===== config.mk =====
export PLATFORM = sky130hd
export DESIGN_NAME = execute_stage
export DESIGN_NICKNAME = d
export VERILOG_FILES = /design/src/verilog/isa_pkg.sv /design/src/verilog/datapath_pkg.sv /design/src/verilog/alu.sv /design/src/verilog/execute_stage.sv
export VERILOG_INCLUDE_DIRS = /design/src /design/src/verilog
export SDC_FILE = /design/constraint.sdc
export NUM_CORES = 1
export LEC_CHECK = 0
export BUFFER_PORTS_ARGS = -buffer_cell sky130_fd_sc_hd__buf_2
export CAP_MARGIN = 20
export CELL_PAD_IN_SITES_DETAIL_PLACEMENT = 2
export CELL_PAD_IN_SITES_GLOBAL_PLACEMENT = 2
export CORE_AREA = 2 2 192 194
export DETAILED_ROUTE_END_ITERATION = 6
export DIE_AREA = 0 0 194 196
export MAX_ROUTING_LAYER = met4
export PLACE_DENSITY_LB_ADDON = 0.1
export SYNTH_ARGS = -nofsm -noshare
export SYNTH_HDL_FRONTEND = slang
export SYNTH_SLANG_ARGS = --single-unit

===== constraint.sdc =====
create_clock -name vclk -period 19.4
set_input_delay 3.88 -clock vclk [all_inputs]
set_output_delay 3.88 -clock vclk [all_outputs]
set_load 0.1 [all_outputs]

===== src/verilog/pipe_consts.svh =====
`ifndef PIPE_CONSTS_SVH
`define PIPE_CONSTS_SVH

// data word width, also used for the pc
`define DATA_W 32

// register file index width, 32 registers
`define REG_ADDR_W 5

// data memory word address width, 256 words
`define DMEM_ADDR_W 8

`endif


===== src/verilog/isa_pkg.sv =====
`default_nettype none

package isa_pkg;

    // alu operation code, mips funct style values
    typedef logic [5:0] alu_op_t;

    localparam alu_op_t ALU_SLL  = 6'h00;
    localparam alu_op_t ALU_SRL  = 6'h02;
    localparam alu_op_t ALU_SRA  = 6'h03;
    localparam alu_op_t ALU_LUI  = 6'h0f;
    localparam alu_op_t ALU_ADD  = 6'h20;
    localparam alu_op_t ALU_SUB  = 6'h22;
    localparam alu_op_t ALU_AND  = 6'h24;
    localparam alu_op_t ALU_OR   = 6'h25;
    localparam alu_op_t ALU_XOR  = 6'h26;
    localparam alu_op_t ALU_NOR  = 6'h27;
    localparam alu_op_t ALU_SLT  = 6'h2a;
    localparam alu_op_t ALU_SLTU = 6'h2b;

    // writeback source, code 3 falls back to the alu result
    typedef logic [1:0] wb_sel_t;

    localparam wb_sel_t WB_ALU  = 2'd0;
    localparam wb_sel_t WB_MEM  = 2'd1;
    localparam wb_sel_t WB_LINK = 2'd2;

endpackage

`default_nettype wire


===== src/verilog/datapath_pkg.sv =====
`default_nettype none

`include "pipe_consts.svh"

package datapath_pkg;

    // operands, results and pc values
    typedef logic [`DATA_W-1:0] word_t;

    // architectural register number
    typedef logic [`REG_ADDR_W-1:0] reg_addr_t;

    // word index into the data memory
    typedef logic [`DMEM_ADDR_W-1:0] dmem_addr_t;

endpackage

`default_nettype wire


===== src/verilog/alu.sv =====
`timescale 1ns/1ps
`default_nettype none

module alu
    import datapath_pkg::*, isa_pkg::*;
(
    input  word_t   a,
    input  word_t   b,
    input  alu_op_t op,
    output word_t   result
);

    // shift amount comes from operand a
    logic [4:0] shamt;

    assign shamt = a[4:0];

    always_comb begin
        case (op)
            ALU_ADD: begin
                result = a + b;
            end
            ALU_SUB: begin
                result = a - b;
            end
            ALU_AND: result = a & b;
            ALU_OR:  result = a | b;
            ALU_XOR: result = a ^ b;
            ALU_NOR: result = ~(a | b);
            // compares give 0 or 1 in bit 0
            ALU_SLT: begin
                result = word_t'($signed(a) < $signed(b));
            end
            ALU_SLTU: begin
                result = word_t'(a < b);
            end
            // shifts act on operand b
            ALU_SLL: result = b << shamt;
            ALU_SRL: result = b >> shamt;
            ALU_SRA: begin
                // keep the sign bit on the way down
                result = word_t'($signed(b) >>> shamt);
            end
            ALU_LUI: result = b << 16;
            default: begin
                // unknown codes give zero
                result = '0;
            end
        endcase
    end

endmodule

`default_nettype wire


===== src/verilog/execute_stage.sv =====
`timescale 1ns/1ps
`default_nettype none

module execute_stage
    import datapath_pkg::*, isa_pkg::*;
(
    input  reg_addr_t rs,
    input  reg_addr_t rt,
    input  word_t     rs_data,
    input  word_t     rt_data,
    input  word_t     imm,
    input  logic      alu_src,
    input  alu_op_t   alu_op,
    input  reg_addr_t fwd_mem_reg,
    input  logic      fwd_mem_en,
    input  word_t     fwd_mem_data,
    input  reg_addr_t fwd_wb_reg,
    input  logic      fwd_wb_en,
    input  word_t     fwd_wb_data,
    output word_t     alu_result,
    output word_t     store_data
);

    word_t op_a;
    word_t op_b;
    word_t rs_fwd;
    word_t rt_fwd;

    // only real writers to a nonzero register forward
    logic mem_hit_rs;
    logic mem_hit_rt;
    logic wb_hit_rs;
    logic wb_hit_rt;

    assign mem_hit_rs = fwd_mem_en && (fwd_mem_reg != '0) && (fwd_mem_reg == rs);
    assign mem_hit_rt = fwd_mem_en && (fwd_mem_reg != '0) && (fwd_mem_reg == rt);
    assign wb_hit_rs  = fwd_wb_en && (fwd_wb_reg != '0) && (fwd_wb_reg == rs);
    assign wb_hit_rt  = fwd_wb_en && (fwd_wb_reg != '0) && (fwd_wb_reg == rt);

    // younger producer in ex/mem wins over writeback
    assign rs_fwd = mem_hit_rs ? fwd_mem_data : (wb_hit_rs ? fwd_wb_data : rs_data);
    assign rt_fwd = mem_hit_rt ? fwd_mem_data : (wb_hit_rt ? fwd_wb_data : rt_data);

    assign op_a = rs_fwd;
    // immediate replaces rt for i-type ops
    assign op_b = alu_src ? imm : rt_fwd;

    // stores always take the forwarded rt value
    assign store_data = rt_fwd;

    alu u_alu (
        .a      (op_a),
        .b      (op_b),
        .op     (alu_op),
        .result (alu_result)
    );

endmodule

`default_nettype wire


==> impl_metrics.json <==
{
  "outcome": "completed",
  "fmax_mhz": 68.6,
  "slew_viol_final": 0,
  "end_kind": "output pin",
  "path_common_cell": "a21oi_1",
  "setup_slack_ps": 4820,
  "final_nets": 2260,
  "postCtsHoldBufs": 0,
  "cp_top_family": "compound AO/OA/AOI/OAI gates",
  "cellPowerDensity_mw_per_mm2": 43.5,
  "area_growth_syn_to_layout_pct": 12.3,
  "worstPathMaxFanout": 33,
  "seq_area_um2": 0,
  "rsz0062_at_grt": "no",
  "n_sequential_cell": 0,
  "syn_inst": 1832,
  "hold_viol": 0,
  "synthesis.nets": 2120,
  "synth_cell_type_count": 98,
  "fin_hold_ws_ps": 8310,
  "drc_errors": 0,
  "overflow": 0,
  "ys_seq_area_frac": 0,
  "yosysTopAreaCellShare": 0.101,
  "cp-start-kind": "input pin",
  "dp_hpwl_um": 63100,
  "drt_iter0_markers": 1438,
  "initial_core_util": 0.333,
  "dieHeight_um": 196,
  "ys_warn_count": 0,
  "gp_congestion": 0.996,
  "fin_util": 0.374,
  "num_rows": 70,
  "min_to": "store_data[2]",
  "chipWidth_um": 194,
  "cts_resized": 0,
  "clock_buffers": 0,
  "synth_area_mm2": 0.0120,
  "whs_path_depth": 4,
  "drt_pass1_iterations": 5,
  "pin_count": 253,
  "maxSlewHeadroom": 0.241,
  "postCtsSetupBuffers": 0,
  "setup_viol_count_final": 0,
  "drv_cap": 0,
  "antenna_found_initial": 5,
  "core_mm2": 0.0361,
  "fillers": 4575,
  "arrival_ps": 10700,
  "grt_max_degree": 86,
  "worstPathCellList": "buf_2 > or4_4 > o211ai_4 > buf_4 > or2_4 > a311oi_1 > a21oi_1 > buf_4 > inv_1 > ha_1 > fa_1 > a211o_1 > a21oi_1 > o211ai_1 > a311oi_1 > nor2_1 > o41ai_1 > a21oi_1 > o311ai_0 > a22oi_1 > xor2_1 > o211ai_1 > buf_2",
  "grt_use_met3": 0.0313,
  "required_ps": 15520,
  "use_met1": 0.527,
  "top_usage_layer": "met2",
  "avgRoutedWirePerCell_um": 32.0,
  "p_leak_nw": 5.52,
  "use_met2": 0.655,
  "finalCriticalPeriod_ps": 14580,
  "ys_top_cells_by_count": "159 x nand2_1, 144 x o21ai_0, 135 x a21oi_1, 129 x nor2_1, 97 x ha_1",
  "grt_pass1_wl_um": 114000,
  "vias": 16600,
  "crit_slowest_cell": "or4_4",
  "hold_path.class": "in -> out",
  "finalPower_mw": 0.588,
  "synth_most_common_cell": "nand2_1",
  "synth_largest_area_cell": "ha_1",
  "cp.buffers_inverters": 5,
  "port_buffers": 253,
  "peakVddDrop_uv": 29.9,
  "setup_tns_ps": 0,
  "fin_crit_sh": 0.751,
  "drt-total-wl_um": 78100,
  "drive_gt1_frac": 0.204,
  "first_global_vias": 16700,
  "max_stage_delay_ps": 560,
  "hold_path.startpoint": "rt_data[2]",
  "cp.depth": 23,
  "viasPerCell": 6.79,
  "die_area_mm2": 0.0380,
  "path_class": "in -> out",
  "postRouteAntennaNets": 0,
  "avgSynthCellArea_um2": 6.57,
  "synth_area_leaders": "ha_1 10%, mux2i_1 7.7%, o21ai_0 6.0%",
  "grtUsageTotal": 0.403,
  "pre_cts_ws_ps": 4920,
  "worst_pin_slew_ps": 1130
}
metal layers:
layer  share of wire  vias to the layer above
met4           0.041                        0
met1            0.43                     8429
li1                -                     7282
met2            0.46                      749
met5               0                        -
met3           0.061                      118
power by group:
| group | switching (mW) | total (mW) | internal, mW |
|---|---|---|---|
| sequential | 0 | 0 | 0 |
| combinational | 0.423 | 0.588 | 0.165 |
| clock | 0 | 0.0000000346 | 0.0000000346 |
| total | 0.423 | 0.588 | 0.165 |
stage by stage:
| stage | instance area [um2] | std cells |
|---|---|---|
| floorplan | 12000 | 1832 |
| global placement | 13500 | 2438 |
| detailed placement | 13500 | 2438 |
| CTS | 13500 | 2438 |
| global route | 13500 | 2443 |
| finish | 13500 | 2443 |
placed cells by master (no fill, tap or decap), types with 13 or more instances in the layout:
cell      count
buf_2       251
nand2_1     159
o21ai_0     144
a21oi_1     135
nor2_1      128
ha_1         97
inv_1        93
mux2i_1      93
nor3_1       78
a211oi_1     66
buf_4        58
a31oi_1      56
nand4_1      40
o31ai_1      34
o211ai_1     33
o22ai_1      30
a21o_1       30
nor4_1       27
xnor2_1      26
a311oi_1     22
nand3_1      21
a22oi_1      19
xor2_1       18
o21ai_1      17
and2_1       15
nand2b_1     14
a311oi_2     13
a211o_1      13
kinds of logic after synthesis:
logic type | count (synthesis) | synth area share
AND/OR/NAND/NOR | 549 | 0.222
adder cells (fa/ha/maj) | 99 | 0.104
XOR/XNOR | 44 | 0.0320
AO/OA/AOI/OAI | 761 | 0.445
multiplexers | 110 | 0.0957
buffers and inverters | 269 | 0.101
cell type report:
class / instances / area, um2 / share of cell area
diodes: 5 / 12.5 / 0.000926
inverters: 98 / 368 / 0.0272
multi-input cells: 1563 / 10900 / 0.803
well taps: 468 / 586 / 0.0433
repair buffers: 309 / 1690 / 0.125
worst max path at each step:
stage | to | slack, ps | start
detailed placement | alu_result[28] | 4920 | fwd_mem_reg[1]
CTS | alu_result[28] | 4910 | fwd_mem_reg[1]
global placement | alu_result[28] | 5050 | fwd_mem_reg[1]
floorplan | alu_result[28] | 4360 | fwd_wb_reg[0]
finish | alu_result[28] | 4820 | fwd_mem_reg[1]
global route | alu_result[28] | 4420 | fwd_mem_reg[1]
Note: power is estimated with default switching activity, not from simulation.
