===== config.mk =====
export PLATFORM = sky130hd
export DESIGN_NAME = ex_mem
export DESIGN_NICKNAME = d
export VERILOG_FILES = /design/src/verilog/isa_pkg.sv /design/src/verilog/datapath_pkg.sv /design/src/verilog/ex_mem.sv
export VERILOG_INCLUDE_DIRS = /design/src /design/src/verilog
export SDC_FILE = /design/constraint.sdc
export NUM_CORES = 1
export LEC_CHECK = 0
export BUFFER_PORTS_ARGS = -buffer_cell sky130_fd_sc_hd__buf_2
export CAP_MARGIN = 10
export CORE_AREA = 2 2 89 91
export DETAILED_ROUTE_END_ITERATION = 10
export DIE_AREA = 0 0 91 93
export GPL_ROUTABILITY_DRIVEN = 0
export PLACE_DENSITY = 0.83
export SLEW_MARGIN = 20
export SYNTH_ARGS = -nofsm -noshare
export SYNTH_HDL_FRONTEND = slang
export SYNTH_SLANG_ARGS = --single-unit

===== constraint.sdc =====
create_clock -name clk -period 10.6 [get_ports clk]
set_input_delay 1.59 -clock clk [delete_from_list [all_inputs] [get_ports clk]]
set_output_delay 1.59 -clock clk [all_outputs]
set_load 0.01 [all_outputs]

===== src/verilog/pipe_consts.svh =====
`ifndef PIPE_CONSTS_SVH
`define PIPE_CONSTS_SVH

// data word width, also used for the pc
`define DATA_W 32

// register file index width, 32 registers
`define REG_ADDR_W 5

// data memory word address width, 256 words
`define DMEM_ADDR_W 8

`endif


===== src/verilog/isa_pkg.sv =====
`default_nettype none

package isa_pkg;

    // alu operation code, mips funct style values
    typedef logic [5:0] alu_op_t;

    localparam alu_op_t ALU_SLL  = 6'h00;
    localparam alu_op_t ALU_SRL  = 6'h02;
    localparam alu_op_t ALU_SRA  = 6'h03;
    localparam alu_op_t ALU_LUI  = 6'h0f;
    localparam alu_op_t ALU_ADD  = 6'h20;
    localparam alu_op_t ALU_SUB  = 6'h22;
    localparam alu_op_t ALU_AND  = 6'h24;
    localparam alu_op_t ALU_OR   = 6'h25;
    localparam alu_op_t ALU_XOR  = 6'h26;
    localparam alu_op_t ALU_NOR  = 6'h27;
    localparam alu_op_t ALU_SLT  = 6'h2a;
    localparam alu_op_t ALU_SLTU = 6'h2b;

    // writeback source, code 3 falls back to the alu result
    typedef logic [1:0] wb_sel_t;

    localparam wb_sel_t WB_ALU  = 2'd0;
    localparam wb_sel_t WB_MEM  = 2'd1;
    localparam wb_sel_t WB_LINK = 2'd2;

endpackage

`default_nettype wire


===== src/verilog/datapath_pkg.sv =====
`default_nettype none

`include "pipe_consts.svh"

package datapath_pkg;

    // operands, results and pc values
    typedef logic [`DATA_W-1:0] word_t;

    // architectural register number
    typedef logic [`REG_ADDR_W-1:0] reg_addr_t;

    // word index into the data memory
    typedef logic [`DMEM_ADDR_W-1:0] dmem_addr_t;

endpackage

`default_nettype wire


===== src/verilog/ex_mem.sv =====
`timescale 1ns/1ps
`default_nettype none

module ex_mem
    import datapath_pkg::*, isa_pkg::*;
(
    input  logic      clk,
    input  logic      reset,

    // execute results
    input  word_t     alu_result,
    input  word_t     read_data2,
    input  reg_addr_t regdst,
    input  word_t     pc_in,

    // control from decode
    input  logic      regwrite,
    input  logic      memwrite,
    input  logic      memread,
    input  wb_sel_t   memtoreg,
    input  alu_op_t   alu_op,

    // memory stage view
    output word_t     alu_result_out,
    output word_t     read_data2_out,
    output reg_addr_t regdst_out,
    output word_t     pc_out,
    output logic      regwrite_out,
    output logic      memwrite_out,
    output logic      memread_out,
    output wb_sel_t   memtoreg_out,
    output alu_op_t   alu_op_out
);

    always_ff @(posedge clk or posedge reset) begin
        if (reset) begin
            // all zero is a bubble
            alu_result_out <= '0;
            read_data2_out <= '0;
            regdst_out     <= '0;
            pc_out         <= '0;
            regwrite_out   <= 1'b0;
            memwrite_out   <= 1'b0;
            memread_out    <= 1'b0;
            memtoreg_out   <= WB_ALU;
            alu_op_out     <= '0;
        end else begin
            alu_result_out <= alu_result;
            read_data2_out <= read_data2;
            regdst_out     <= regdst;
            pc_out         <= pc_in;
            // control passes straight through
            regwrite_out   <= regwrite;
            memwrite_out   <= memwrite;
            memread_out    <= memread;
            memtoreg_out   <= memtoreg;
            // kept for a future access size decode
            alu_op_out     <= alu_op;
        end
    end

endmodule

`default_nettype wire


==> results of run 1 <==
## final timing paths
check,end,depth (start not counted)
max,regdst_out[3],1
max in group asynchronous,read_data2_out[3],3
min in group clk,alu_result_out[15],1
min,pc_out[1],2
## synth_stat cells (all sizes together)
library cell | number | area, um^2
dfrtp | 112 | 2800
inv | 1 | 3.75
## area by class of cell
type,instances,area share
Inverter,1,0.00147
Clock buffer,11,0.0333
Sequential cell,112,0.659
Antenna cell,1,0.000589
Tap cell,102,0.0300
Timing Repair Buffer,226,0.267
Clock inverter,5,0.00883
## routing by layer
layer	wire (um)	GRT usage
met1	2230	0.154
met2	3450	0.262
met3	600	0.0580
met4	151	0.0707
met5	0	0
## sequential cells by signal (all words and copies together) (netlist names)
register,count
alu_result_out,32
alu_op_out,6
pc_out,32
regwrite_out,1
memtoreg_out,2
memwrite_out,1
regdst_out,5
memread_out,1
read_data2_out,32
## power by group through the flow
stage / clock network (mW) / logic [mW] / registers, mW
5_1_grt: 0.251 / 0.0690 / 0.455
2_1_floorplan: 0 / 0.00620 / 0.475
3_5_place_dp: 0 / 0.0647 / 0.462
6_report: 0.226 / 0.0630 / 0.453
3_3_place_gp: 0 / 0.0626 / 0.461
4_1_cts: 0.233 / 0.0647 / 0.453
## stage by stage
stage | setup slack [ps] | area (um^2) | total power, mW
2_1_floorplan | 6050 | 2810 | 0.481
6_report | 8120 | 4250 | 0.742
3_3_place_gp | 7730 | 4070 | 0.524
3_5_place_dp | 7680 | 4070 | 0.527
5_1_grt | 7880 | 4250 | 0.775
4_1_cts | 8070 | 4250 | 0.751
## cells in the final DEF, fill, tap and decap left out
cell and count:
clkinv_2 1, buf_4 1, dfrtp_1 112, clkinvlp_4 2, buf_2 225, clkbuf_1 1, clkbuf_8 10, inv_4 1
inv_6 2, diode_2 1
## cells by family after synthesis
group,after synthesis,synth area share
DFF,112,0.999
buffers and inverters,1,0.00134
==> impl_metrics.csv, run 1 <==
group,metric,value,unit
outcome,outcome,"finished, final reports clean",
global_routing,grt_pass1_vias,1973,
clocking,cts_resized,0,
power,p_seq_frac,0.611,
power,peakVddDrop,0.0000799,V
power,combPwrFrac,0.085,
timing,timing.final.crit_share,0.234,
drt,wl_per_cell,14.0,um
clocking,clk_pin_slew,100,ps
worst_setup_path,crit_slowest_cell,"dfrtp_1",
power,p_leak,2.29,nW
worst_setup_path,crit_fanout,1,
worst_setup_path,slowest_delay,400,ps
final_layout,fin_util,0.565,
floorplan,start_util,0.373,
timing,setup_viol,0,
final_layout,regArea,2800,um^2
global_routing,grt_max_degree,60,
power,switching_share,0.230,
yosys,ys_seq_area_frac,0.999,
final_layout,final-instance-count-excl-fill,458,
clocking,cts_htree_levels,3,
floorplan,dieArea,8460,um^2
global_routing,antenna_found_initial,2,
drt,ant_nets,0,
worst_setup_path,cp_top_family,"flip-flops",
timing,worstMarginPinSlew,694,ps
floorplan,fp.dieH,93,um
floorplan,row_count,32,
yosys,yosysUniqueCellTypes,2,
clocking,numCtsBuffers,9,
clocking,clockRootBuffer,"clkbuf_8",
worst_setup_path,required,9010,ps
worst_setup_path,cp.arrival,890,ps
worst_setup_path,start_kind,"register",
yosys,synth.avg_cell_area,24.8,um^2
final_layout,layout-drive-gt1-share,0.682,
timing,rsz0062_at_grt,"false",
floorplan,io_pins,226,
worst_setup_path,path_buf_inv,1,
yosys,syn_nets,227,
yosys,syn_area,2810,um^2
worst_setup_path,setup.worst_path.end_class,"output port",
drt,wirelength,6430,um
clocking,clk_path_buf_depth,2,
placement,dp_hpwl,5140,um
drt,routed_via_density,3.98,
drt,vias,1823,
worst_setup_path,path_cells,"buf_2",
global_routing,grt_pass1_wl,9270,um
clocking,ctsHoldBuffers,0,
timing,slew_headroom,0.537,
yosys,synth_seq_cells,112,
power,p_sw,0.171,mW
final_layout,nets,464,
timing,fin_crit,2480,ps
power,p_clk_frac,0.304,
flow_run,cap_violations,0,
yosys,syn_inst,113,
drt,drt-initial-drc-count,29,
clocking,post_cts_buffers,0,
drt,drc,0,
clocking,cts.sinks,112,
global_routing,grt.total_usage,0.148,
clocking,cts_tree,"done",
placement,dp.cells,441,
placement,io_buffer_count,225,
hold_path,hold_class,"in2async",
timing,finalHoldViolations,0,
timing,tns,0,ps
yosys,synth_warnings,0,
floorplan,fp.coreArea,7530,um^2
power,power_density,174,nW/um^2
timing,hold_ws,1310,ps
final_layout,multi_input_area,0,um^2
timing,clock.fmax,403,MHz
drt,drt_first_pass_iters,4,
power,p_int,0.571,mW
floorplan,fp.dieW,91,um
global_routing,grt_overflow,0,
final_layout,area_growth_syn_to_layout,51.5,%
final_layout,fillCellCount,674,
worst_setup_path,critPathKind,"reg2out",
final_layout,multi_input_cells,0,
worst_setup_path,crit_start,"regdst_out[3]",
timing,finalMaxSlewViolations,0,
(Power assumes the default switching activity.)
==> run 2, diff against run 1 <==
--- a/config.mk
+++ b/config.mk
@@ -8,11 +8,11 @@
 export LEC_CHECK = 0
 export BUFFER_PORTS_ARGS = -buffer_cell sky130_fd_sc_hd__buf_2
 export CAP_MARGIN = 10
-export CORE_AREA = 2 2 89 91
+export CORE_MARGIN = 2
+export CORE_UTILIZATION = 38
 export DETAILED_ROUTE_END_ITERATION = 10
-export DIE_AREA = 0 0 91 93
 export GPL_ROUTABILITY_DRIVEN = 0
-export PLACE_DENSITY = 0.83
+export PLACE_DENSITY = 0.84
 export SLEW_MARGIN = 20
 export SYNTH_ARGS = -nofsm -noshare
 export SYNTH_HDL_FRONTEND = slang
==> constraint.sdc (replaced) <==
create_clock -name clk -period 2.3 [get_ports clk]
set_input_delay 0.345 -clock clk [delete_from_list [all_inputs] [get_ports clk]]
set_output_delay 0.345 -clock clk [all_outputs]
set_load 0.01 [all_outputs]
==> impl_metrics.csv, run 2 (synthesis gave the netlist of run 1 again) <==
group,metric,value,unit
outcome,outcome,"finished, final reports clean",
power,peakVddDrop,0.000386,V
drt,wl_per_cell,14.3,um
final_layout,post-route-cell-area,4280,um^2
placement,io_buffer_count,225,
final_layout,layout-drive-gt1-share,0.682,
clocking,clk_pin_slew,100,ps
clocking,cts_htree_levels,3,
worst_setup_path,path_cells,"buf_2",
timing,worstMarginPinSlew,547,ps
final_layout,layout_commonest_cell,"buf_2",
worst_setup_path,crit_fanout,1,
final_layout,area_growth_syn_to_layout,52.5,%
worst_setup_path,setup.worst_path.end_class,"output port",
timing,hold_ws,84.9,ps
clocking,clk_path_buf_depth,2,
worst_setup_path,required,1960,ps
final_layout,multi_input_area,0,um^2
final_layout,multi_input_cells,0,
timing,finalMaxSlewViolations,0,
final_layout,final_cell_mix,"buf_2 (225), dfrtp_1 (112), clkbuf_8 (9), clkinvlp_4 (3)",
clocking,numCtsBuffers,9,
global_routing,grt.total_usage,0.167,
power,combPwrFrac,0.084,
clocking,ctsHoldBuffers,0,
placement,dpl_cell_area,4080,um^2
placement,dp_hpwl,5140,um
timing,worst_slack,1070,ps
timing,fin_crit,1230,ps
floorplan,fp.dieW,89.9,um
drt,vias,1839,
hold_path,hold_class,"in2reg",
timing,timing.final.crit_share,0.533,
worst_setup_path,crit_slowest_cell,"dfrtp_1",
clocking,post_cts_buffers,0,
floorplan,start_util,0.389,
floorplan,row_count,31,
floorplan,dieArea,8090,um^2
clocking,cts.sinks,112,
worst_setup_path,start_kind,"register",
worst_setup_path,path_buf_inv,1,
global_routing,grt_overflow,0,
global_routing,grt_max_degree,113,
floorplan,io_pins,226,
final_layout,fillCellCount,577,
final_layout,reg.largest.list,"alu_result_out: 32 flops, pc_out: 32 flops, read_data2_out: 32 flops",
floorplan,fp.dieH,89.9,um
timing,clock.fmax,815,MHz
clocking,cts_tree,"done",
floorplan,fp.coreArea,7210,um^2
power,p_seq_frac,0.597,
global_routing,antenna_found_initial,2,
timing,setup_viol,0,
timing,finalHoldViolations,0,
power,p_leak,2.29,nW
clocking,cts_resized,0,
drt,drc,0,
power,p_sw,0.789,mW
worst_setup_path,cp_top_family,"flip-flops",
drt,ant_nets,0,
drt,wirelength,6510,um
power,p_int,2.71,mW
power,power_density,818,nW/um^2
timing,rsz0062_at_grt,"false",
global_routing,grt_pass1_vias,2020,
drt,drt_first_pass_iters,3,
flow_run,cap_violations,0,
placement,post-place-ws,1350,ps
worst_setup_path,cp.arrival,880,ps
timing,tns,0,ps
power,switching_share,0.226,
drt,routed_via_density,4.03,
global_routing,grt_pass1_wl,10100,um
clocking,clockRootBuffer,"clkbuf_8",
worst_setup_path,slowest_delay,380,ps
worst_setup_path,critPathKind,"reg2out",
drt,drt-initial-drc-count,31,
timing,slew_headroom,0.636,
power,p_clk_frac,0.319,
final_layout,nets,464,
-- run 2: worst paths after layout --
check | end | from | depth (start not counted)
setup / recovery | alu_result_out[22] | alu_result_out[22] | 1
hold / removal | alu_result_out[17] | alu_result[17] | 1
min in group asynchronous | pc_out[10] | reset | 3
max in group asynchronous | alu_op_out[2] | reset | 3
-- run 2: area by class of cell --
| cell class | count | area (um^2) | share of cell area |
|---|---|---|---|
| Antenna cell | 2 | 5.00 | 0.00117 |
| Clock buffer | 10 | 128 | 0.0298 |
| Tap cell | 99 | 124 | 0.0289 |
| Sequential cell | 112 | 2800 | 0.655 |
| Timing Repair Buffer | 226 | 1150 | 0.268 |
| Inverter | 1 | 7.51 | 0.00175 |
| Clock inverter | 6 | 67.6 | 0.0158 |
-- run 2: routing by layer --
metal	vias to the layer above	global-route usage	routed length [um]
met5	-	0	0
met4	0	0.0821	135
met3	14	0.0746	720
met2	131	0.289	3440
met1	873	0.172	2220
li1	821	-	-
-- run 2: power groups by stage --
stage          logic (mW)  registers (mW)  clock network, mW
2_1_floorplan      0.0290            2.19                  0
3_3_place_gp        0.292            2.13                  0
3_5_place_dp        0.301            2.13                  0
4_1_cts             0.302            2.09               1.15
5_1_grt             0.323            2.10               1.25
6_report            0.295            2.09               1.12
-- run 2: metrics by stage --
stage,utilization,instances,power [mW]
finish,0.593,456,3.50
global placement,0.566,438,2.42
detailed placement,0.566,438,2.43
global route,0.593,454,3.67
floorplan,-,113,2.22
CTS,0.593,454,3.55
==> run 3, diff against run 2 <==
--- a/config.mk
+++ b/config.mk
@@ -6,6 +6,7 @@
 export SDC_FILE = /design/constraint.sdc
 export NUM_CORES = 1
 export LEC_CHECK = 0
+export ABC_AREA = 1
 export BUFFER_PORTS_ARGS = -buffer_cell sky130_fd_sc_hd__buf_2
 export CAP_MARGIN = 10
 export CORE_MARGIN = 2
==> constraint.sdc (replaced) <==
create_clock -name clk -period 1.15 [get_ports clk]
set_input_delay 0.1725 -clock clk [delete_from_list [all_inputs] [get_ports clk]]
set_output_delay 0.1725 -clock clk [all_outputs]
set_load 0.01 [all_outputs]
==> impl_metrics.csv, run 3 <==
group,metric,value,unit
outcome,outcome,"stopped before the end",
outcome,haltStage,"4_1_cts",
outcome,stop_error,"[ERROR RSZ-0060] Max buffer count reached.",
yosys,yosys.cell_count.top_type,"dfrtp_1",
clocking,clk_path_buf_depth,2,
clocking,ctsHoldBuffers,101,
yosys,yosys-top-cells-area,"dfrtp_1 (100%), inv_1 (0.13%)",
yosys,yosysUniqueCellTypes,2,
yosys,yosysTopAreaCellShare,0.999,
yosys,synth_seq_cells,112,
clocking,clockRootBuffer,"clkbuf_8",
yosys,syn_area,2810,um^2
clocking,cts_htree_levels,3,
clocking,cts_resized,0,
placement,io_buffer_count,225,
yosys,synth_edf_count,0,
yosys,synth.avg_cell_area,24.8,um^2
floorplan,row_count,31,
clocking,cts.sinks,112,
yosys,synthTopCellsByCount,"dfrtp_1 (112), inv_1 (1)",
yosys,ys.flop_type,"dfrtp_1",
placement,dp_hpwl,5270,um
yosys,synthArstFlopShare,1.00,
floorplan,fp.dieW,89.9,um
floorplan,fp.dieH,89.9,um
yosys,syn_inst,113,
floorplan,io_pins,226,
clocking,numCtsBuffers,9,
yosys,synth_warnings,0,
placement,dp.cells,439,
yosys,syn_nets,227,
clocking,post_cts_buffers,0,
floorplan,start_util,0.389,
yosys,synth_largest_area_cell,"dfrtp_1",
yosys,ys_seq_area_frac,0.999,
run 3: cell counts after synthesis:
Identical to the previous run, type by type.
run 3: kinds of logic after synthesis:
| logic type | Yosys count | share of synthesized area |
|---|---|---|
| flip-flops | 112 | 0.999 |
| buffers and inverters | 1 | 0.00134 |
run 3: through the flow:
stage	util	setup WS, ps	cell area [um^2]	setup TNS [ps]
2_1_floorplan	-	-380	2810	-42550
3_3_place_gp	0.568	497	4100	0
3_5_place_dp	0.568	482	4100	0
==> run 4, diff against run 3 <==
--- a/config.mk
+++ b/config.mk
@@ -13,7 +13,7 @@
 export CORE_UTILIZATION = 38
 export DETAILED_ROUTE_END_ITERATION = 10
 export GPL_ROUTABILITY_DRIVEN = 0
-export PLACE_DENSITY = 0.84
+export PLACE_DENSITY_LB_ADDON = 0.15
 export SLEW_MARGIN = 20
 export SYNTH_ARGS = -nofsm -noshare
 export SYNTH_HDL_FRONTEND = slang
==> impl_metrics.csv, run 4 <==
group,metric,value,unit
outcome,outcome,"stopped before the end",
outcome,haltStage,"4_1_cts",
outcome,stop_error,"[ERROR RSZ-0060] Max buffer count reached.",
floorplan,fp.dieW,89.9,um
yosys,syn_inst,113,
yosys,synthTopCellsByCount,"dfrtp_1 (112), inv_1 (1)",
yosys,syn_nets,227,
floorplan,io_pins,226,
yosys,syn_area,2810,um^2
yosys,yosysUniqueCellTypes,2,
yosys,yosys-top-cells-area,"dfrtp_1 (100%), inv_1 (0.13%)",
placement,dp_hpwl,4820,um
yosys,ys.flop_type,"dfrtp_1",
clocking,clk_path_buf_depth,2,
yosys,synth_largest_area_cell,"dfrtp_1",
clocking,cts.sinks,112,
yosys,yosysTopAreaCellShare,0.999,
clocking,numCtsBuffers,9,
yosys,synth.avg_cell_area,24.8,um^2
placement,post-place-ws,480,ps
yosys,synth_seq_cells,112,
floorplan,fp.dieH,89.9,um
yosys,synth_warnings,0,
clocking,ctsHoldBuffers,101,
clocking,cts_htree_levels,3,
floorplan,start_util,0.389,
yosys,yosys.cell_count.top_type,"dfrtp_1",
floorplan,row_count,31,
yosys,ys_seq_area_frac,0.999,
clocking,cts_resized,0,
yosys,synthArstFlopShare,1.00,
yosys,synth_edf_count,0,
clocking,clockRootBuffer,"clkbuf_8",
clocking,post_cts_buffers,0,
placement,io_buffer_count,225,
==> run 4: cell families after synthesis <==
| kind of cell | after synthesis | synth area share |
|---|---|---|
| buffers and inverters | 1 | 0.00134 |
| flip-flops | 112 | 0.999 |
==> run 4: metrics by stage <==
step                      instances  hold WS, ps  cell area [um^2]  setup TNS (ps)
after floorplan                 113          204              2810          -42550
after global placement          439          275              4100               0
after detailed placement        439          280              4100               0
