**config.mk**
```make
export PLATFORM = sky130hd
export DESIGN_NAME = writeback_stage
export DESIGN_NICKNAME = d
export VERILOG_FILES = /design/src/verilog/isa_pkg.sv /design/src/verilog/datapath_pkg.sv /design/src/verilog/writeback_stage.sv
export VERILOG_INCLUDE_DIRS = /design/src /design/src/verilog
export SDC_FILE = /design/constraint.sdc
export NUM_CORES = 1
export LEC_CHECK = 0
export ABC_AREA = 1
export BUFFER_PORTS_ARGS = -buffer_cell sky130_fd_sc_hd__buf_2
export CORE_MARGIN = 3
export CORE_UTILIZATION = 47
export CTS_CLUSTER_DIAMETER = 40
export DETAILED_ROUTE_END_ITERATION = 7
export MAX_ROUTING_LAYER = met4
export PLACE_DENSITY = 0.89
export SLEW_MARGIN = 20
export SYNTH_ARGS = -nofsm -noshare
export SYNTH_HDL_FRONTEND = slang
export SYNTH_SLANG_ARGS = --single-unit
```
**constraint.sdc**
```tcl
create_clock -name clk -period 4.5 [get_ports clk]
set_input_delay 0.675 -clock clk [delete_from_list [all_inputs] [get_ports clk]]
set_output_delay 0.675 -clock clk [all_outputs]
set_load 0.005 [all_outputs]
```
**src/verilog/pipe_consts.svh**
```systemverilog
`ifndef PIPE_CONSTS_SVH
`define PIPE_CONSTS_SVH

// data word width, also used for the pc
`define DATA_W 32

// register file index width, 32 registers
`define REG_ADDR_W 5

// data memory word address width, 256 words
`define DMEM_ADDR_W 8

`endif

```
**src/verilog/isa_pkg.sv**
```systemverilog
`default_nettype none

package isa_pkg;

    // alu operation code, mips funct style values
    typedef logic [5:0] alu_op_t;

    localparam alu_op_t ALU_SLL  = 6'h00;
    localparam alu_op_t ALU_SRL  = 6'h02;
    localparam alu_op_t ALU_SRA  = 6'h03;
    localparam alu_op_t ALU_LUI  = 6'h0f;
    localparam alu_op_t ALU_ADD  = 6'h20;
    localparam alu_op_t ALU_SUB  = 6'h22;
    localparam alu_op_t ALU_AND  = 6'h24;
    localparam alu_op_t ALU_OR   = 6'h25;
    localparam alu_op_t ALU_XOR  = 6'h26;
    localparam alu_op_t ALU_NOR  = 6'h27;
    localparam alu_op_t ALU_SLT  = 6'h2a;
    localparam alu_op_t ALU_SLTU = 6'h2b;

    // writeback source, code 3 falls back to the alu result
    typedef logic [1:0] wb_sel_t;

    localparam wb_sel_t WB_ALU  = 2'd0;
    localparam wb_sel_t WB_MEM  = 2'd1;
    localparam wb_sel_t WB_LINK = 2'd2;

endpackage

`default_nettype wire

```
**src/verilog/datapath_pkg.sv**
```systemverilog
`default_nettype none

`include "pipe_consts.svh"

package datapath_pkg;

    // operands, results and pc values
    typedef logic [`DATA_W-1:0] word_t;

    // architectural register number
    typedef logic [`REG_ADDR_W-1:0] reg_addr_t;

    // word index into the data memory
    typedef logic [`DMEM_ADDR_W-1:0] dmem_addr_t;

endpackage

`default_nettype wire

```
**src/verilog/writeback_stage.sv**
```systemverilog
`timescale 1ns/1ps
`default_nettype none

module writeback_stage
    import datapath_pkg::*, isa_pkg::*;
(
    input  logic      clk,
    input  logic      reset,
    input  word_t     alu_result,
    input  word_t     mem_data,
    input  word_t     pc_in,
    input  reg_addr_t regdst,
    input  logic      regwrite,
    input  wb_sel_t   memtoreg,
    output logic      wb_en,
    output reg_addr_t wb_reg,
    output word_t     wb_data
);

    // mem/wb register contents
    word_t     alu_q;
    word_t     mem_q;
    word_t     pc_q;
    reg_addr_t regdst_q;
    logic      regwrite_q;
    wb_sel_t   memtoreg_q;

    always_ff @(posedge clk or posedge reset) begin
        if (reset) begin
            alu_q      <= '0;
            mem_q      <= '0;
            pc_q       <= '0;
            regdst_q   <= '0;
            regwrite_q <= 1'b0;
            memtoreg_q <= WB_ALU;
        end else begin
            alu_q      <= alu_result;
            mem_q      <= mem_data;
            pc_q       <= pc_in;
            regdst_q   <= regdst;
            regwrite_q <= regwrite;
            memtoreg_q <= memtoreg;
        end
    end

    assign wb_en  = regwrite_q;
    assign wb_reg = regdst_q;

    // pick the value for the register file
    always_comb begin
        case (memtoreg_q)
            WB_MEM:  wb_data = mem_q;
            // link writes the incremented pc
            WB_LINK: wb_data = pc_q;
            default: wb_data = alu_q;
        endcase
    end

endmodule

`default_nettype wire

```
==> impl_metrics.py, run 1 <==
metrics = {
    "place": {
        "post-dp-hpwl_um": 5141,
        "pre_cts_slack_ps": 1907,
        "dpl-instance-area_um2": 4219,
        "gp_congestion": 0.7823,
        "portBuffers": 143,
        "placed_cells": 543,
    },
    "critical_path": {
        "path_max_fanout": 32,
        "cp-start-kind": "register",
        "cpMostUsedCell": "nand2_1",
        "cp-end-kind": "output pin",
        "arrival_ps": 1860,
        "critPathTopFamily": "adder cells",
        "cp_slowest_cell": "ha_2",
        "critPathBufInv": 2,
        "worstPathRequired_ps": 3830,
        "crit_chain": "inv_1, ha_2, nand2_1, nand2_1, nand2_1, nand2_1, buf_2",
        "critPathKind": "register to output pin",
        "cpPeakStageDelay_ps": 600,
    },
    "clock_tree": {
        "h-tree-depth": 3,
        "cts_tree": "done",
        "clk_pin_slew_worst_paths_ps": 90,
        "cts_root_buf": "clkbuf_8",
        "clk_path_buf_depth": 2,
        "cts_sinks": 104,
        "cts_setup_buffers": 0,
        "post_cts_resized": 0,
        "hold_buffers": 0,
        "cts_buffers": 9,
    },
    "outcome": {
        "outcome": "completed",
    },
    "drt": {
        "finalWirelength_um": 7175,
        "dr.pass1.iters": 4,
        "drc": 0,
        "vias": 2439,
        "via_per_inst": 4.395,
        "wl_per_cell_um": 12.93,
        "drt-initial-drc-count": 115,
        "ant_nets": 0,
    },
    "layout": {
        "drive_gt1_share_pct": 34.86,
        "multi_input_area_um2": 750.7,
        "utilization_pct": 62.80,
        "final_area_um2": 4384,
        "nets": 566,
        "seqCellArea_um2": 2603,
        "insertedDiodeCount": 0,
        "area_delta_synth_final_pct": 25.82,
        "largest_registers": "alu_q (32), mem_q (32), pc_q (32)",
        "stdcell_count": 555,
        "final_common_cell": "nand2_1",
        "nFillCells": 572,
        "layout_common_cells": "nand2_1, buf_2, dfrtp_1",
    },
    "hold_path": {
        "hp-class": "input pin to register",
        "min_to": "mem_q[26]",
        "min-delay-start": "mem_data[26]",
        "hold_depth": 1,
    },
    "grt": {
        "grt_pass1_wl_um": 11390,
        "grtUsageTotal_pct": 18.08,
        "grt_pass1_vias": 2444,
        "overflow": 0,
        "antenna_found_initial": 0,
        "grt_max_degree": 72,
    },
    "sta": {
        "period_needed_ps": 2535,
        "setup_ws_ps": 1965,
        "setup_viol": 0,
        "max_slew_margin_pct": 45.67,
        "fin_hold_ws_ps": 433.0,
        "hold_viol_final": 0,
        "fmax_ghz": 0.3944,
        "tightest_slew_ps": 814.9,
        "finalSetupTns_ps": 0,
        "slew_violations": 0,
        "period_share_pct": 56.34,
        "rsz0062_at_grt": "false",
    },
    "synthesis": {
        "ys_seq_elements": 104,
        "synth_nets": 423,
        "syn_area_per_cell_um2": 11.06,
        "yosysWarnings": 0,
        "syn_area_um2": 3485,
        "synth.distinct_cells": 7,
        "syn_inst": 315,
        "ys_seq_area_share_pct": 74.69,
    },
    "pwr": {
        "fin_total_pwr_mw": 1.683,
        "power.static_leakage_nw": 2.459,
        "power_density_nw_per_um2": 383.9,
        "ir_drop_mv": 0.2325,
    },
    "floorplan": {
        "die_w_um": 92.11,
        "die_h_um": 92.11,
        "ios": 144,
        "initial_utilization_pct": 49.91,
        "core_um2": 6982,
        "die_area_um2": 8483,
        "fp-row-count": 30,
    },
    "run": {
        "max_cap_violations": 0,
    },
}
## where the power goes
group	switching [mW]	internal, mW
Clock	0.262	0.245
Combinational	0.103	0.0792
Sequential	0.0132	0.981
## final cells by class
cell class,count,share of cell area [%]
tap,96,2.740
multi-input combinational,194,17.12
clock buffer,10,2.911
sequential,104,59.36
clock inverter,2,0.7991
inverter,4,0.3995
timing repair buffer,145,16.67
## cells by family after synthesis
group | after synthesis | synth area share [%]
DFF | 104 | 74.69
buffers and inverters | 17 | 3.914
adders and majority gates | 2 | 0.7180
and+or+nand+nor | 192 | 20.68
## synth_stat cells
master / count / area share [%]
nand2_1: 192 / 21
dfrtp_1: 104 / 75
buf_6: 9 / 2.9
buf_2: 4 / 0.57
inv_1: 3 / 0.32
ha_1: 2 / 0.72
inv_2: 1 / 0.11
## layer usage
| layer | GRT usage, % | routed length (um) | vias up |
|---|---|---|---|
| li1 | - | - | 1218 |
| met1 | 20.81 | 2787 | 1118 |
| met2 | 30.72 | 3796 | 82 |
| met3 | 3.199 | 352 | 21 |
| met4 | 8.787 | 239 | 0 |
| met5 | - | 0 | - |
## worst max-delay path by stage
stage,startpoint,endpoint,slack [ps],depth (start not counted)
final,memtoreg_q[0],wb_data[15],1960,7
after global routing,memtoreg_q[0],wb_data[18],1770,7
after CTS,memtoreg_q[0],wb_data[15],1520,7
after detailed placement,memtoreg_q[0],wb_data[15],1910,7
after global placement,memtoreg_q[1],wb_data[29],2000,7
after floorplan,reset,alu_q[0],1090,1
No activity file was read; power rests on OpenSTA's default activity.
==> run 2, diff against run 1 <==
--- a/config.mk
+++ b/config.mk
@@ -6,10 +6,10 @@
 export SDC_FILE = /design/constraint.sdc
 export NUM_CORES = 1
 export LEC_CHECK = 0
-export ABC_AREA = 1
+export ABC_AREA = 0
 export BUFFER_PORTS_ARGS = -buffer_cell sky130_fd_sc_hd__buf_2
 export CORE_MARGIN = 3
-export CORE_UTILIZATION = 47
+export CORE_UTILIZATION = 46
 export CTS_CLUSTER_DIAMETER = 40
 export DETAILED_ROUTE_END_ITERATION = 7
 export MAX_ROUTING_LAYER = met4
==> constraint.sdc (replaced) <==
create_clock -name clk -period 2.49 [get_ports clk]
set_input_delay 0.3735 -clock clk [delete_from_list [all_inputs] [get_ports clk]]
set_output_delay 0.3735 -clock clk [all_outputs]
set_load 0.005 [all_outputs]
==> impl_metrics.py, run 2 <==
metrics = {
    "layout": {
        "final_common_cell": "buf_2",
        "nets": 473,
        "largest_registers": "alu_q (32), mem_q (32), pc_q (32)",
        "insertedDiodeCount": 0,
        "final_area_um2": 4252,
        "area_delta_synth_final_pct": 31.10,
        "drive_gt1_share_pct": 44.86,
        "layout_common_cells": "buf_2, dfrtp_1, a22oi_1, nand2_1, o21ai_1",
        "utilization_pct": 64.38,
    },
    "critical_path": {
        "cp-end-kind": "output pin",
        "cp_slowest_cell": "ha_1",
        "critPathTopFamily": "buffers and inverters",
        "path_max_fanout": 12,
        "critPathBufInv": 3,
        "worstPathRequired_ps": 2120,
        "cp_num_cells": 6,
        "crit_chain": "inv_1, ha_1, buf_4, a22oi_1, o21ai_1, buf_2",
        "cpPeakStageDelay_ps": 430,
        "arrival_ps": 1890,
        "cp-start-kind": "register",
        "critPathKind": "register to output pin",
    },
    "sta": {
        "setup_viol": 0,
        "period_needed_ps": 2266,
        "max_slew_margin_pct": 65.12,
        "tightest_slew_ps": 523.1,
        "slew_violations": 0,
        "rsz0062_at_grt": "false",
        "finalSetupTns_ps": 0,
        "hold_viol_final": 0,
        "fmax_ghz": 0.4413,
        "period_share_pct": 91.00,
    },
    "grt": {
        "met3_usage_pct": 7.095,
        "grt_max_degree": 105,
        "antenna_found_initial": 0,
        "grt_pass1_vias": 2420,
        "grtUsageTotal_pct": 18.55,
        "grtUsageMet2_pct": 31.02,
        "grt_pass1_wl_um": 11330,
        "grt_use_met1_pct": 21.23,
        "overflow": 0,
        "busiest_layer": "met2",
    },
    "clock_tree": {
        "clk_path_buf_depth": 2,
        "cts_setup_buffers": 0,
        "cts_tree": "done",
        "cts_sinks": 104,
        "cts_buffers": 9,
        "clk_pin_slew_worst_paths_ps": 100,
        "cts_root_buf": "clkbuf_8",
        "hold_buffers": 0,
        "h-tree-depth": 3,
        "post_cts_resized": 0,
    },
    "drt": {
        "dr.pass1.iters": 4,
        "drc": 0,
        "vias": 2231,
        "wl_per_cell_um": 14.94,
        "via_per_inst": 4.819,
        "finalWirelength_um": 6919,
        "drt-initial-drc-count": 74,
        "ant_nets": 0,
    },
    "synthesis": {
        "synthFlopType": "dfrtp_1",
        "synthMostInstantiatedCell": "dfrtp_1",
        "synth_edf_count": 0,
        "syn_area_per_cell_um2": 14.88,
        "yosysTopAreaCell": "dfrtp_1",
        "syn_area_um2": 3243,
        "netlist_top_cells_area": "dfrtp_1, a22oi_1, o21ai_1, nand2_1, buf_2",
        "async_flop_share_pct": 100.0,
        "ys_seq_elements": 104,
        "syn_inst": 218,
        "yosysWarnings": 0,
        "yosysTopAreaCellShare_pct": 80.25,
        "yosys-top-cells-count": "dfrtp_1, a22oi_1, nand2_1",
        "ys_seq_area_share_pct": 80.25,
        "synth.distinct_cells": 9,
        "synth_nets": 326,
    },
    "floorplan": {
        "die_area_um2": 8094,
        "fp-row-count": 29,
        "die_w_um": 89.97,
        "core_um2": 6604,
        "die_h_um": 89.97,
        "initial_utilization_pct": 49.11,
        "ios": 144,
    },
    "place": {
        "portBuffers": 143,
        "post-dp-hpwl_um": 4880,
        "dpl-instance-area_um2": 4068,
        "gp_congestion": 0.7234,
    },
    "hold_path": {
        "hp-class": "input pin to register",
        "hold_depth": 1,
    },
    "outcome": {
        "outcome": "completed",
    },
    "pwr": {
        "ir_drop_mv": 0.4971,
        "power_density_nw_per_um2": 724.6,
        "fin_total_pwr_mw": 3.081,
        "power.static_leakage_nw": 2.115,
    },
    "run": {
        "max_cap_violations": 0,
    },
}
[run 2: cell types whose count changed after synthesis]
cell,before,now
nand2_1,192,32
a22oi_1,0,32
o21ai_1,0,30
buf_2,4,10
buf_6,9,3
o21ai_0,0,2
inv_2,1,0
[run 2: power breakdown]
| group | switching (mW) | internal (mW) | total [mW] |
|---|---|---|---|
| clock | 0.573 | 0.389 | 0.962 |
| sequential | 0.0243 | 1.77 | 1.80 |
| combinational | 0.169 | 0.153 | 0.322 |
[run 2: path summary, 6_finish.rpt]
check,endpoint,startpoint,slack (ps)
min in group asynchronous,alu_q[25],reset,160
min,mem_q[9],mem_data[9],110
max,wb_data[8],memtoreg_q[1],220
max in group asynchronous,mem_q[16],reset,1940
[run 2: per-layer routing]
layer | part of all wire (%) | routed length [um] | vias to the layer above
li1 | - | - | 1036
met2 | 53 | 3661 | 96
met5 | 0 | 0 | -
met1 | 39 | 2696 | 1093
met3 | 7.3 | 503 | 6
met4 | 0.85 | 59 | 0
[run 2: stage by stage]
| stage | hold WS, ps | instances | setup slack [ps] |
|---|---|---|---|
| 2_1_floorplan | 404.9 | 218 | 870.9 |
| 4_1_cts | 85.72 | 463 | 194.5 |
| 3_5_place_dp | 482.8 | 447 | 615.4 |
| 5_1_grt | 64.10 | 463 | 34.44 |
| 6_report | 113.4 | 463 | 224.1 |
| 3_3_place_gp | 480.8 | 447 | 620.0 |
[run 2: layout make-up]
type | count | area [um2]
fillers | 530 | 2352
inverters | 3 | 15.01
multi-input cells | 98 | 548.0
flip-flops and latches | 104 | 2603
clock buffers | 10 | 127.6
repair buffers | 149 | 785.8
clock inverters | 6 | 56.30
well taps | 93 | 116.4
[run 2: cell families after synthesis]
family / synth area share, %
compound gates: 12.35
simple gates: 3.704
fa+ha+maj: 0.7715
flops: 80.25
buf+inv: 2.932
==> run 3, diff against run 2 <==
--- a/config.mk
+++ b/config.mk
@@ -12,7 +12,6 @@
 export CORE_UTILIZATION = 46
 export CTS_CLUSTER_DIAMETER = 40
 export DETAILED_ROUTE_END_ITERATION = 7
-export MAX_ROUTING_LAYER = met4
 export PLACE_DENSITY = 0.89
 export SLEW_MARGIN = 20
 export SYNTH_ARGS = -nofsm -noshare
==> impl_metrics.py, run 3 (synthesized netlist as in run 2, its figures left out) <==
metrics = {
    "clock_tree": {
        "clk_path_buf_depth": 2,
        "h-tree-depth": 3,
        "cts_buffers": 9,
        "cts_sinks": 104,
        "post_cts_resized": 0,
        "cts_root_buf": "clkbuf_8",
        "clk_pin_slew_worst_paths_ps": 100,
        "cts_setup_buffers": 0,
        "cts_tree": "done",
        "hold_buffers": 0,
    },
    "hold_path": {
        "hold_depth": 1,
        "hp-class": "input pin to register",
        "min-delay-start": "mem_data[9]",
    },
    "critical_path": {
        "worstPathRequired_ps": 2120,
        "startpoint": "memtoreg_q[1]",
        "cp-start-kind": "register",
        "arrival_ps": 1870,
        "critPathKind": "register to output pin",
        "path_max_fanout": 12,
        "cp-end-kind": "output pin",
    },
    "floorplan": {
        "fp-row-count": 29,
        "core_um2": 6604,
        "die_w_um": 89.97,
        "initial_utilization_pct": 49.11,
        "die_h_um": 89.97,
        "die_area_um2": 8094,
        "ios": 144,
    },
    "drt": {
        "dr.pass1.iters": 4,
        "ant_nets": 0,
        "wl_per_cell_um": 14.96,
        "drt-initial-drc-count": 83,
        "drc": 0,
        "vias": 2228,
        "via_per_inst": 4.812,
        "finalWirelength_um": 6928,
    },
    "place": {
        "post-dp-hpwl_um": 4880,
        "gp_congestion": 0.7152,
        "dpl-instance-area_um2": 4068,
        "portBuffers": 143,
    },
    "grt": {
        "antenna_found_initial": 0,
        "grt_pass1_wl_um": 11340,
        "grt_pass1_vias": 2416,
        "grt_max_degree": 105,
        "overflow": 0,
        "grtUsageTotal_pct": 17.95,
    },
    "run": {
        "max_cap_violations": 0,
    },
    "sta": {
        "fmax_ghz": 0.4448,
        "slew_violations": 0,
        "rsz0062_at_grt": "false",
        "setup_viol": 0,
        "period_share_pct": 90.29,
        "hold_viol_final": 0,
        "tightest_slew_ps": 528.0,
        "max_slew_margin_pct": 64.80,
        "period_needed_ps": 2248,
        "fin_hold_ws_ps": 111.5,
        "finalSetupTns_ps": 0,
    },
    "layout": {
        "largest_registers": "alu_q (32), mem_q (32), pc_q (32)",
        "drive_gt1_share_pct": 44.86,
        "final_area_um2": 4252,
        "area_delta_synth_final_pct": 31.10,
        "final_common_cell": "buf_2",
        "nFillCells": 530,
        "nets": 473,
        "insertedDiodeCount": 0,
        "layout_common_cells": "buf_2, dfrtp_1, a22oi_1, nand2_1, o21ai_1",
    },
    "pwr": {
        "power.static_leakage_nw": 2.115,
        "power_density_nw_per_um2": 724.9,
        "ir_drop_mv": 0.5004,
    },
    "outcome": {
        "outcome": "completed",
    },
}
run 3: cell counts in the layout (fill, tap and decap cells not counted):
No cell type changed its count.
run 3: area by class of cell:
type	count	area, um2	area share, %
Clock inverter	6	56.30	1.324
Tap cell	93	116.4	2.737
Sequential cell	104	2603	61.21
Clock buffer	10	127.6	3.002
Inverter	3	15.01	0.3531
Multi-Input combinational cell	98	548.0	12.89
Timing Repair Buffer	149	785.8	18.48
run 3: final timing paths:
path | to | slack (ps)
max in group asynchronous | wb_reg[4] | 1950
min in group asynchronous | alu_q[22] | 150
min | mem_q[9] | 110
max | wb_data[8] | 240
run 3: power breakdown:
part	leakage, nW	internal (mW)	switching, mW
clock	0.0917	0.389	0.574
combinational	0.811	0.153	0.169
sequential	1.21	1.77	0.0244
total	2.11	2.31	0.767
run 3: layer usage:
layer / routed length (um) / share of wire, % / global-route usage [%] / vias up
li1: - / - / - / 1035
met1: 2662 / 38 / 20.83 / 1091
met2: 3669 / 53 / 31.02 / 97
met3: 546 / 7.9 / 7.346 / 5
met4: 50 / 0.72 / 4.719 / 0
met5: 0 / 0 / 0 / -
run 3: metrics by stage:
step	instances	worst slack, ps	utilization, %	total power [mW]
after floorplan	218	870.9	-	1.974
after global placement	447	620.0	61.60	2.145
after detailed placement	447	615.4	61.60	2.159
after CTS	463	194.5	64.38	3.132
after global routing	463	36.85	64.38	3.254
final	463	241.8	64.38	3.082
run 3: critical path, cell delays in order (launching register included):
cell     delay (ps)
dfrtp_1         390
inv_1            60
ha_1            440
buf_4           280
a22oi_1          80
o21ai_1         140
buf_2           130
